==> src/hw/ipv4_tx_pkg.sv <==
package ipv4_tx_pkg;

  // ------------------------------------------------------------
  // header constants
  // ------------------------------------------------------------

  localparam int          hdr_len        = 20;      // no options, ihl is always 5
  localparam logic [15:0] ethertype_ipv4 = 16'h0800;

  typedef logic [5:0][7:0]         mac_addr_t;
  typedef logic [3:0][7:0]         ip_addr_t;
  typedef logic [hdr_len-1:0][7:0] hdr_bytes_t;    // byte hdr_len-1 goes out first

  // ------------------------------------------------------------
  // enums
  // ------------------------------------------------------------

  typedef enum logic [7:0] {
    icmp = 8'd1,
    tcp  = 8'd6,
    udp  = 8'd17
  } ip_proto_e;

  typedef enum logic [2:0] {
    idle,
    arp_wait,
    cks_wait,
    ready,
    sending
  } tx_state_e;

  // ------------------------------------------------------------
  // structs
  // ------------------------------------------------------------

  typedef struct packed {
    logic [3:0]  ver;
    logic [3:0]  ihl;
    logic [7:0]  qos;
    logic [15:0] id;
    logic        df;
    logic        mf;
    logic [12:0] fo;    // copied into the header, never acted on
    logic [7:0]  ttl;
    ip_proto_e   proto;
    ip_addr_t    src_ip;
    ip_addr_t    dst_ip;
  } ipv4_hdr_t;

  typedef struct packed {
    ipv4_hdr_t   hdr;
    logic [15:0] pld_len;
    logic        mac_known;  // dst_mac is valid, skip the lookup
    mac_addr_t   dst_mac;
  } ipv4_meta_t;

  typedef struct packed {
    mac_addr_t   src_mac;
    mac_addr_t   dst_mac;
    logic [15:0] ethertype;
    logic [15:0] length;     // ip header plus payload
  } mac_meta_t;

  typedef struct packed {
    logic [7:0] dat;
    logic       val;
    logic       sof;
    logic       eof;
  } byte_strm_t;

  typedef struct packed {
    mac_addr_t mac_addr;
    ip_addr_t  ipv4_addr;
  } dev_t;

endpackage

==> src/hw/ipv4_frame_serializer.sv <==
`timescale 1ns/1ps

module ipv4_frame_serializer #(
  parameter int len_w = 16
) (
  input  logic                    clk,
  input  logic                    fsm_rst,
  input  logic                    hdr_rdy,
  input  ipv4_tx_pkg::hdr_bytes_t hdr_bytes,
  input  logic [len_w-1:0]        frame_len,
  input  logic                    mac_req,
  input  logic                    pld_val,
  input  logic [7:0]              pld_dat,
  output logic                    mac_rdy,
  output ipv4_tx_pkg::byte_strm_t mac_strm,
  output logic                    pld_req,
  output logic                    frame_end,
  output logic                    underrun
);

  localparam logic [len_w-1:0] hdr_end  = len_w'(ipv4_tx_pkg::hdr_len);
  localparam logic [len_w-1:0] pld_call = len_w'(ipv4_tx_pkg::hdr_len - 4);  // byte 16

  ipv4_tx_pkg::hdr_bytes_t sh;

  logic             pend;   // mac_req seen, first byte next cycle
  logic             act;    // this cycle is a byte slot
  logic [len_w-1:0] cnt;    // index of the byte in the current slot
  logic             hdr_phase;
  logic             last;

  assign hdr_phase = cnt < hdr_end;
  assign last      = cnt == (frame_len - len_w'(1));

  assign mac_rdy  = hdr_rdy && !pend && !act;
  assign pld_req  = act && (cnt == pld_call);  // four slots of lead for the source
  assign underrun = act && !hdr_phase && !pld_val;

  // ------------------------------------------------------------
  // stream to the mac
  // ------------------------------------------------------------

  always_comb begin
    mac_strm.dat = hdr_phase ? sh[ipv4_tx_pkg::hdr_len-1] : pld_dat;
    mac_strm.val = act && (hdr_phase || pld_val);
    mac_strm.sof = act && (cnt == '0);
    mac_strm.eof = mac_strm.val && last;  // an underrun slot never carries eof
  end

  assign frame_end = mac_strm.eof;

  // ------------------------------------------------------------
  // slot counter
  // ------------------------------------------------------------

  always_ff @(posedge clk) begin
    if (fsm_rst) begin
      pend <= 1'b0;
      act  <= 1'b0;
      cnt  <= '0;
    end else begin
      pend <= mac_req && mac_rdy;
      if (pend) begin
        act <= 1'b1;
        cnt <= '0;
      end else if (act) begin
        cnt <= cnt + len_w'(1);
        if (mac_strm.eof || underrun) act <= 1'b0;
      end
    end
  end

  // header bytes leave msb first
  always_ff @(posedge clk) begin
    if (pend)
      sh <= hdr_bytes;
    else if (act)
      sh <= sh << 8;
  end

endmodule

==> src/hw/ipv4_hdr_builder.sv <==
`timescale 1ns/1ps

module ipv4_hdr_builder #(
  parameter int len_w = 16
) (
  input  logic                    clk,
  input  logic                    fsm_rst,
  input  ipv4_tx_pkg::dev_t       dev,
  input  logic                    rdy,
  input  ipv4_tx_pkg::ipv4_meta_t meta,
  input  logic                    arp_val,
  input  logic                    arp_err,
  input  ipv4_tx_pkg::mac_addr_t  arp_mac,
  input  logic [15:0]             cks,
  input  logic                    cks_done,
  input  logic                    frame_end,
  input  logic                    underrun,
  output logic                    acc,
  output logic                    tx_err,
  output logic                    arp_req,
  output ipv4_tx_pkg::ip_addr_t   arp_ip,
  output logic                    calc,
  output ipv4_tx_pkg::hdr_bytes_t hdr_bytes,
  output logic                    hdr_rdy,
  output ipv4_tx_pkg::mac_meta_t  mac_meta
);

  ipv4_tx_pkg::tx_state_e state;

  logic        cks_ok;     // checksum already inserted
  logic        cks_now;
  logic        skip_arp;
  logic        take;
  logic [15:0] tot_len;

  assign tot_len  = 16'(meta.pld_len[len_w-1:0]) + 16'(ipv4_tx_pkg::hdr_len);
  assign skip_arp = meta.mac_known || (meta.hdr.dst_ip == '1);  // broadcast needs no lookup
  assign take     = (state == ipv4_tx_pkg::idle) && rdy;
  assign cks_now  = cks_ok || cks_done;

  // ------------------------------------------------------------
  // sequencing
  // ------------------------------------------------------------

  always_ff @(posedge clk) begin
    if (fsm_rst) begin
      state   <= ipv4_tx_pkg::idle;
      acc     <= 1'b0;
      calc    <= 1'b0;
      tx_err  <= 1'b0;
      arp_req <= 1'b0;
      hdr_rdy <= 1'b0;
      cks_ok  <= 1'b0;
    end else begin
      acc    <= 1'b0;
      tx_err <= 1'b0;
      calc   <= acc;  // header is settled one cycle after capture
      case (state)
        ipv4_tx_pkg::idle: begin
          cks_ok <= 1'b0;
          if (rdy) begin
            acc     <= 1'b1;
            arp_req <= !skip_arp;
            state   <= skip_arp ? ipv4_tx_pkg::cks_wait : ipv4_tx_pkg::arp_wait;
          end
        end
        ipv4_tx_pkg::arp_wait: begin
          if (cks_done) cks_ok <= 1'b1;  // the sum runs alongside the lookup
          if (arp_err) begin
            arp_req <= 1'b0;
            tx_err  <= 1'b1;
            state   <= ipv4_tx_pkg::idle;
          end else if (arp_val) begin
            arp_req <= 1'b0;
            if (cks_now) begin
              hdr_rdy <= 1'b1;
              state   <= ipv4_tx_pkg::ready;
            end else begin
              state <= ipv4_tx_pkg::cks_wait;
            end
          end
        end
        ipv4_tx_pkg::cks_wait: begin
          if (cks_done) begin
            cks_ok  <= 1'b1;
            hdr_rdy <= 1'b1;
            state   <= ipv4_tx_pkg::ready;
          end
        end
        ipv4_tx_pkg::ready: begin
          state <= ipv4_tx_pkg::sending;  // serializer owns the mac handshake from here
        end
        ipv4_tx_pkg::sending: begin
          if (underrun) begin
            tx_err  <= 1'b1;
            hdr_rdy <= 1'b0;
            state   <= ipv4_tx_pkg::idle;
          end else if (frame_end) begin
            hdr_rdy <= 1'b0;
            state   <= ipv4_tx_pkg::idle;
          end
        end
        default: state <= ipv4_tx_pkg::idle;
      endcase
    end
  end

  // ------------------------------------------------------------
  // header and frame metadata
  // ------------------------------------------------------------

  always_ff @(posedge clk) begin
    if (take) begin
      hdr_bytes <= {meta.hdr.ver, meta.hdr.ihl, meta.hdr.qos, tot_len,
                    meta.hdr.id, 1'b0, meta.hdr.df, meta.hdr.mf, meta.hdr.fo,
                    meta.hdr.ttl, meta.hdr.proto, 16'h0000,
                    meta.hdr.src_ip, meta.hdr.dst_ip};
      arp_ip             <= meta.hdr.dst_ip;
      mac_meta.src_mac   <= dev.mac_addr;
      mac_meta.dst_mac   <= meta.dst_mac;
      mac_meta.ethertype <= ipv4_tx_pkg::ethertype_ipv4;
      mac_meta.length    <= tot_len;
    end
    if (cks_done && ((state == ipv4_tx_pkg::arp_wait) || (state == ipv4_tx_pkg::cks_wait)))
      hdr_bytes[9:8] <= cks;  // header bytes 10 and 11
    if ((state == ipv4_tx_pkg::arp_wait) && arp_val)
      mac_meta.dst_mac <= arp_mac;
  end

endmodule

==> src/hw/ipv4_hdr_checksum.sv <==
`timescale 1ns/1ps

module ipv4_hdr_checksum (
  input  logic                    clk,
  input  logic                    fsm_rst,
  input  logic                    calc,
  input  ipv4_tx_pkg::hdr_bytes_t hdr_bytes,
  output logic [15:0]             cks,
  output logic                    done
);

  localparam int         words     = ipv4_tx_pkg::hdr_len / 2;
  localparam logic [3:0] last_word = 4'(words);

  ipv4_tx_pkg::hdr_bytes_t sh;

  logic [19:0] sum;         // ten words cannot overflow 20 bits
  logic [3:0]  cnt;
  logic        busy;
  logic [15:0] first_word;
  logic [15:0] next_word;
  logic [16:0] fold_lo;
  logic [15:0] fold_hi;

  assign first_word = {hdr_bytes[ipv4_tx_pkg::hdr_len-1], hdr_bytes[ipv4_tx_pkg::hdr_len-2]};
  assign next_word  = {sh[ipv4_tx_pkg::hdr_len-1], sh[ipv4_tx_pkg::hdr_len-2]};

  // two folds cover the carry out of the first one
  always_comb begin
    fold_lo = {1'b0, sum[15:0]} + 17'(sum[19:16]);
    fold_hi = fold_lo[15:0] + 16'(fold_lo[16]);
  end

  // ------------------------------------------------------------
  // word counter
  // ------------------------------------------------------------

  always_ff @(posedge clk) begin
    if (fsm_rst) begin
      busy <= 1'b0;
      done <= 1'b0;
      cnt  <= '0;
    end else begin
      done <= 1'b0;
      if (calc) begin
        busy <= 1'b1;  // a new calc restarts a running sum
        cnt  <= 4'd1;
      end else if (busy) begin
        if (cnt == last_word) begin
          busy <= 1'b0;
          done <= 1'b1;
        end else begin
          cnt <= cnt + 4'd1;
        end
      end
    end
  end

  // ------------------------------------------------------------
  // accumulator
  // ------------------------------------------------------------

  always_ff @(posedge clk) begin
    if (calc) begin
      sum <= 20'(first_word);  // first word is added on the latch edge
      sh  <= hdr_bytes << 16;
    end else if (busy && (cnt != last_word)) begin
      sum <= sum + 20'(next_word);
      sh  <= sh << 16;
    end
    if (busy && (cnt == last_word))
      cks <= ~fold_hi;
  end

endmodule

==> src/hw/ipv4_tx.sv <==
`timescale 1ns/1ps

module ipv4_tx #(
  parameter int len_w = 16
) (
  input  logic                    clk,
  input  logic                    fsm_rst,
  input  ipv4_tx_pkg::dev_t       dev,
  input  logic                    rdy,
  input  ipv4_tx_pkg::ipv4_meta_t meta,
  input  logic                    arp_val,
  input  logic                    arp_err,
  input  ipv4_tx_pkg::mac_addr_t  arp_mac,
  input  logic                    mac_req,
  input  logic                    pld_val,
  input  logic [7:0]              pld_dat,
  output logic                    acc,
  output logic                    tx_err,
  output logic                    arp_req,
  output ipv4_tx_pkg::ip_addr_t   arp_ip,
  output logic                    mac_rdy,
  output ipv4_tx_pkg::mac_meta_t  mac_meta,
  output ipv4_tx_pkg::byte_strm_t mac_strm,
  output logic                    pld_req
);

  ipv4_tx_pkg::hdr_bytes_t hdr_bytes;

  logic        calc;
  logic [15:0] cks;
  logic        cks_done;
  logic        hdr_rdy;
  logic        frame_end;
  logic        underrun;

  ipv4_hdr_builder #(
    .len_w (len_w)
  ) i_builder (
    .clk       (clk),
    .fsm_rst   (fsm_rst),
    .dev       (dev),
    .rdy       (rdy),
    .meta      (meta),
    .arp_val   (arp_val),
    .arp_err   (arp_err),
    .arp_mac   (arp_mac),
    .cks       (cks),
    .cks_done  (cks_done),
    .frame_end (frame_end),
    .underrun  (underrun),
    .acc       (acc),
    .tx_err    (tx_err),
    .arp_req   (arp_req),
    .arp_ip    (arp_ip),
    .calc      (calc),
    .hdr_bytes (hdr_bytes),
    .hdr_rdy   (hdr_rdy),
    .mac_meta  (mac_meta)
  );

  ipv4_hdr_checksum i_checksum (
    .clk       (clk),
    .fsm_rst   (fsm_rst),
    .calc      (calc),
    .hdr_bytes (hdr_bytes),
    .cks       (cks),
    .done      (cks_done)
  );

  ipv4_frame_serializer #(
    .len_w (len_w)
  ) i_serializer (
    .clk       (clk),
    .fsm_rst   (fsm_rst),
    .hdr_rdy   (hdr_rdy),
    .hdr_bytes (hdr_bytes),
    .frame_len (mac_meta.length[len_w-1:0]),  // len_w is at most 16
    .mac_req   (mac_req),
    .pld_val   (pld_val),
    .pld_dat   (pld_dat),
    .mac_rdy   (mac_rdy),
    .mac_strm  (mac_strm),
    .pld_req   (pld_req),
    .frame_end (frame_end),
    .underrun  (underrun)
  );

endmodule

==> config.mk <==
export PLATFORM = sky130hd
export DESIGN_NAME = ipv4_tx
export DESIGN_NICKNAME = d
export VERILOG_FILES = /design/src/hw/ipv4_tx_pkg.sv /design/src/hw/ipv4_frame_serializer.sv /design/src/hw/ipv4_hdr_builder.sv /design/src/hw/ipv4_hdr_checksum.sv /design/src/hw/ipv4_tx.sv
export SDC_FILE = /design/constraint.sdc
export NUM_CORES = 1
export LEC_CHECK = 0
export ABC_AREA = 1
export BUFFER_PORTS_ARGS = -buffer_cell sky130_fd_sc_hd__buf_2
export CAP_MARGIN = 30
export CORE_MARGIN = 10
export CORE_UTILIZATION = 40
export CTS_BUF_LIST = sky130_fd_sc_hd__clkbuf_2 sky130_fd_sc_hd__clkbuf_4 sky130_fd_sc_hd__clkbuf_8
export DETAILED_ROUTE_END_ITERATION = 12
export PLACE_DENSITY = 0.64
export SETUP_SLACK_MARGIN = 0.05
export SYNTH_ARGS = -nofsm -noshare
export SYNTH_HDL_FRONTEND = slang
export SYNTH_HIERARCHICAL = 1
export SYNTH_SLANG_ARGS = --single-unit
==> constraint.sdc <==
create_clock -name clk -period 6 [get_ports clk]
set_input_delay 0.6 -clock clk [delete_from_list [all_inputs] [get_ports clk]]
set_output_delay 0.6 -clock clk [all_outputs]
set_load 0.1 [all_outputs]
* Word level (Yosys, flattened, before mapping)
Index checks and enable logic that the tools add are counted.
Word-level totals: flip-flop bits (word level) 644, bits in latches 0, bits in writable memories 0, ROM bits 0, input port bits 335, output and inout bits 176, word-level logic and storage cells 211, memories kept 0
Cells by class: add/subtract/negate cells 7, multiply operators 0, div/mod/pow operators 0, order comparisons 1, equal/unequal tests 18, shift-type cells 0, mux-type cells 46, bitwise logic cells 4, reductions and logical operators 45
Operators with widths (number):
- 2-to-1 mux 160 bit | 4
- 2-to-1 mux 80 bit | 2
- 2-to-1 mux 16 bit | 3
- 2-to-1 mux 48 bit | 1
- == test 32 bit, second input constant | 1
- 2-to-1 mux 1 bit | 23
- adder 20 x 16 -> 20 bit | 1
- 2-to-1 mux 3 bit | 6
- adder 16 x 4 -> 17 bit | 1
- adder 16 x 1 -> 16 bit | 1
- adder 16 x 1 -> 16 bit, second input constant | 1
- adder 16 x 5 -> 16 bit, second input constant | 1
- == test 16 bit | 1
- == test 16 x 5 -> 1 bit, second input constant | 1
- logical NOT 16 bit | 1
- less-than comparator 16 x 5 -> 1 bit, second input constant | 1
- NOT 16 bit | 1
- subtractor 16 x 1 -> 16 bit, second input constant | 1
- one-hot mux 3 bit (5 select lines) | 1
- logical AND 1 bit | 14
- nonzero test 2 bit | 7
- 2-to-1 mux 8 bit | 1
- != test 2 bit, second input constant | 4
- OR reduction 2 bit | 4
- 22 further kinds | 39

* Depth between registers and ports, before layout
depth after elaboration 8, mapped depth 20, depth with buffers taken out 19

* Hierarchy
Netlist, hierarchy kept.
By module, submodules not included:
- ipv4_hdr_builder | times used 1, cells an instance 650, area an instance 9746.8 µm², seq. area each 7837.5 µm²
- ipv4_hdr_checksum | times used 1, cells an instance 1097, area an instance 9504.1 µm², seq. area each 5485.3 µm²
- ipv4_frame_serializer | times used 1, cells an instance 954, area an instance 8369.3 µm², seq. area each 5165.0 µm²

* Least setup slack after synthesis
No wires, ideal clock.
path type reg-to-reg, from reg i_serializer.pend, to reg i_serializer/sh[0] (netlist bit) (enable), setup time 1.324 ns, arrival time 3.711 ns, data required time 4.676 ns, slack 0.965 ns, cell stages (with the launch flop) 6, buffers on the path 3, period minus slack after synthesis 5.035 ns, cell sequence dfxtp_1 clkbuf_1 inv_1 clkbuf_1 clkbuf_1 nand2_1
On the way: word-level cells in the longest chain between the ends 1
Ends and longest elaborated chain:
- from (decl) | line ipv4_frame_serializer.sv:26 | logic pend;
- from (signal assigned) | line ipv4_frame_serializer.sv:62 | pend <= mac_req && mac_rdy;
- nonzero test 2 bit (no line)
- to (signal assigned) | line ipv4_frame_serializer.sv:76 | sh <= hdr_bytes;
- to (signal assigned) | line ipv4_frame_serializer.sv:78 | sh <= sh << 8;
- to (decl) | line ipv4_frame_serializer.sv:24 | ipv4_tx_pkg::hdr_bytes_t sh;
No other way between the ends. A chain may end at the register's enable or synchronous reset.

==> run metrics <==
status finished clean; DR vias/cell 4.73; syn avg cell area a little over 10 um^2; Final Critical Period 3.78 ns; Leak 0.0149 uW; CP max stage delay 0.49 ns; H-tree depth 3; PortBufs 462; Initial Util about 40%; Hold Path Depth 1; via count a little over 20,000; post-synthesis simple-gate area fraction a little under a quarter; Clock Pin Slew Worst Setup and Hold Paths 0.06 ns; CTS root buf clkbuf_8; critical path class reg -> out; register area 18,500 um^2; synthesized flop and latch total approximately 630; Max FO, Critical Path 6; R2R cell count 19; Bufs on Longest Clock Path 3; max cap viols 0; Max Freq 0.265 GHz; endpoints failing setup 0; worst min-delay path category in -> reg; post-route setup TNS 0 ns; Slew Viols, Final 0; drt wl/cell 18.1 um; post-DP HPWL 53,000 um; final worst slack 2.22 ns; VDD IR max 0.322 mV; CP Launch Type register; Die Area 80,000 um^2; placer congestion estimate between 0.8 and 0.9; final hold violations 0; period utilization 63.0%; clock tree from TritonCTS done; num rows 96; Power Total 15,300 uW; pre-CTS setup slack 2.58 ns; CP cell instances inv_1, ha_1, nand2_1, nor2_4, nand2_1, nand2_1, nand2_1, nor2_1, nand2_1, nor2_1, nand3_1, nor3_2, buf_2; Worst-Margin Slew 1.00 ns; crit end category output port; Final Skew 0.0373 ns; Seq/Total Area, Yosys about 67%; Fillers slightly above 6,000; data required time of the worst path 5.40 ns; CP Data Arrival Time 3.18 ns; drt pass-1 iters 5; Syn. warnings 6; RSZ-0062 raised after global routing false; synthesized area around 28,000 um^2; # clock sinks 628; post-route antenna net violation count 0; Power Density 451 nW/um^2; distinct cell type count after synthesis 43; CP max-delay cell edfxtp_1; Ports roughly 510; Remaining DRCs 0; area grow syn2layout 23.2%; first-pass GRT wire length between 100,000 and 150,000 um; clk_lat worst skew 0.74 ns; Die Height around 280 um; Synth Area in Compound Gates 1.67%; vias in the first global route ~20,000; post-CTS setup buffer count 0; Routed WL 77,100 um; CTS Buf Count ~110; Initial DRC Count 1,760; largest net degree at the start of global routing 136; Post-CTS Hold Fix Bufs around 140; post-synthesis mux area share 0%; Synth Area in XOR/XNOR 1.35%; Cells after Synth 2,701; initial antenna violation count 6; area of the multi-input gates 7730 um^2; relative slew slack 33.3%; Post-Synth Adder-Cell Area 1.41%; core area 68,500 um^2; CTS resizes 0; Congestion Overflow GR 0; GR Util All Layers about a fifth; Worst path most repeated cell nand2_1; layout cells sized above 1 21.4%; main combinational cell family by area after synthesis simple AND/OR/NAND/NOR gates; Nets approximately 3,700; Die W between 200 and 300 um
==> cells by family after synthesis <==
| kind of cell | Yosys count |
|---|---|
| buffers and inverters | 313 |
| AND/OR/NAND/NOR | 1601 |
| flip-flops | 628 |
| other | 2 |
| AO/OA/AOI/OAI | 86 |
| XOR/XNOR | 41 |
| adder cells (fa/ha/maj) | 30 |
==> flip-flops by register name (all words and copies together), names as in the netlist <==
name                  cells
i_builder/state           3
i_builder/acc             1
i_builder/hdr_rdy         1
i_checksum/cks           16
i_checksum/sh           128
i_checksum/cnt            4
i_builder/arp_req         1
i_serializer/sh         160
i_checksum/busy           1
i_builder/calc            1
i_serializer/pend         1
i_builder/mac_meta       97
i_serializer/act          1
i_builder/cks_ok          1
i_builder/tx_err          1
i_builder/hdr_bytes     158
i_checksum/done           1
i_serializer/cnt         16
i_checksum/sum           20
i_checksum/next_word     16
==> critical path, delay by kind of cell (launching register included) <==
kind / cells / cell delay [ns]
adders and majority gates: 1 / 0.25
buffers and inverters: 2 / 0.62
DFF: 1 / 0.49
and+or+nand+nor: 10 / 1.10
==> where the power goes <==
part           total (uW)  leakage, uW  switching, uW  internal [uW]
Combinational        4880      0.00794           4020            860
Clock                3890      0.00113           1810           2080
Sequential           6580      0.00585            494           6090
Total               15300       0.0149           6320           9020
==> cell usage after synthesis (all sizes together) <==
master / count / area share (%)
a211oi: 3 / 0.082
a21boi: 1 / 0.027
a21oi: 47 / 0.85
a31oi: 1 / 0.023
buf: 88 / 2.3
clkbuf: 61 / 0.83
clkinv: 1 / 0.014
conb: 2 / 0.027
dfxtp: 37 / 2.7
edfxtp: 591 / 64
fa: 2 / 0.14
ha: 28 / 1.3
inv: 163 / 2.2
nand2: 1314 / 18
nand3: 80 / 1.6
nand3b: 4 / 0.11
nand4: 17 / 0.41
nor2: 159 / 2.4
nor3: 21 / 0.53
nor3b: 1 / 0.027
nor4: 2 / 0.045
o21a: 2 / 0.054
o21ai: 28 / 0.52
o21bai: 1 / 0.027
o31ai: 3 / 0.082
or2: 3 / 0.068
xnor2: 19 / 0.60
xnor3: 1 / 0.082
xor2: 21 / 0.67
==> metrics by stage <==
step,hold WS [ns],util [%],instances,cell area [um^2]
final,0.0617,49.7,4271,34000
after global routing,0.0103,49.7,4268,34000
after CTS,0.0000571,49.6,4263,34000
after detailed placement,0.413,44.4,3926,30400
after global placement,0.400,44.4,3926,30400
after floorplan,0.439,-,2716,27700
==> cell usage in the layout, fill, tap and decap left out, types with 25 or more instances in the layout <==
cell type / instances
inv_1: 153
edfxtp_1: 591
clkinv_1: 33
clkbuf_8: 108
clkbuf_4: 25
nand2_1: 1284
nand2_2: 28
o21ai_0: 27
dlygate4sd3_1: 138
dfxtp_1: 35
buf_2: 462
nand3_1: 73
nor2_1: 141
a21oi_1: 47
ha_1: 28
==> layer usage <==
layer | global-route usage [%] | share of wire [%]
met5 | 0 | 0.027
met3 | 4.66 | 7.0
met4 | 6.25 | 2.6
met2 | 30.6 | 49
met1 | 23.9 | 41
==> area by class of cell <==
| class | count | share of cell area, % |
|---|---|---|
| inverters | 164 | 1.85 |
| repair buffers | 617 | 11.4 |
| well taps | 882 | 3.24 |
| flip-flops and latches | 628 | 54.4 |
| clock buffers | 133 | 4.92 |
| clock inverters | 66 | 1.42 |
| diodes | 6 | 0.0441 |
| multi-input cells | 1775 | 22.7 |
==> path summary, 6_finish.rpt <==
kind | start | to | slack [ns]
worst min register to register | i_builder/acc | i_builder/calc | 0.44
worst max register to register | i_checksum/sum[16] | i_checksum/cks[14] | 2.55
worst min-delay path | meta[137] | i_builder/hdr_bytes[88] | 0.06
worst max-delay path | i_builder/hdr_bytes[128] | mac_strm[0] | 2.22
Note: power is estimated with default switching activity, not from simulation.
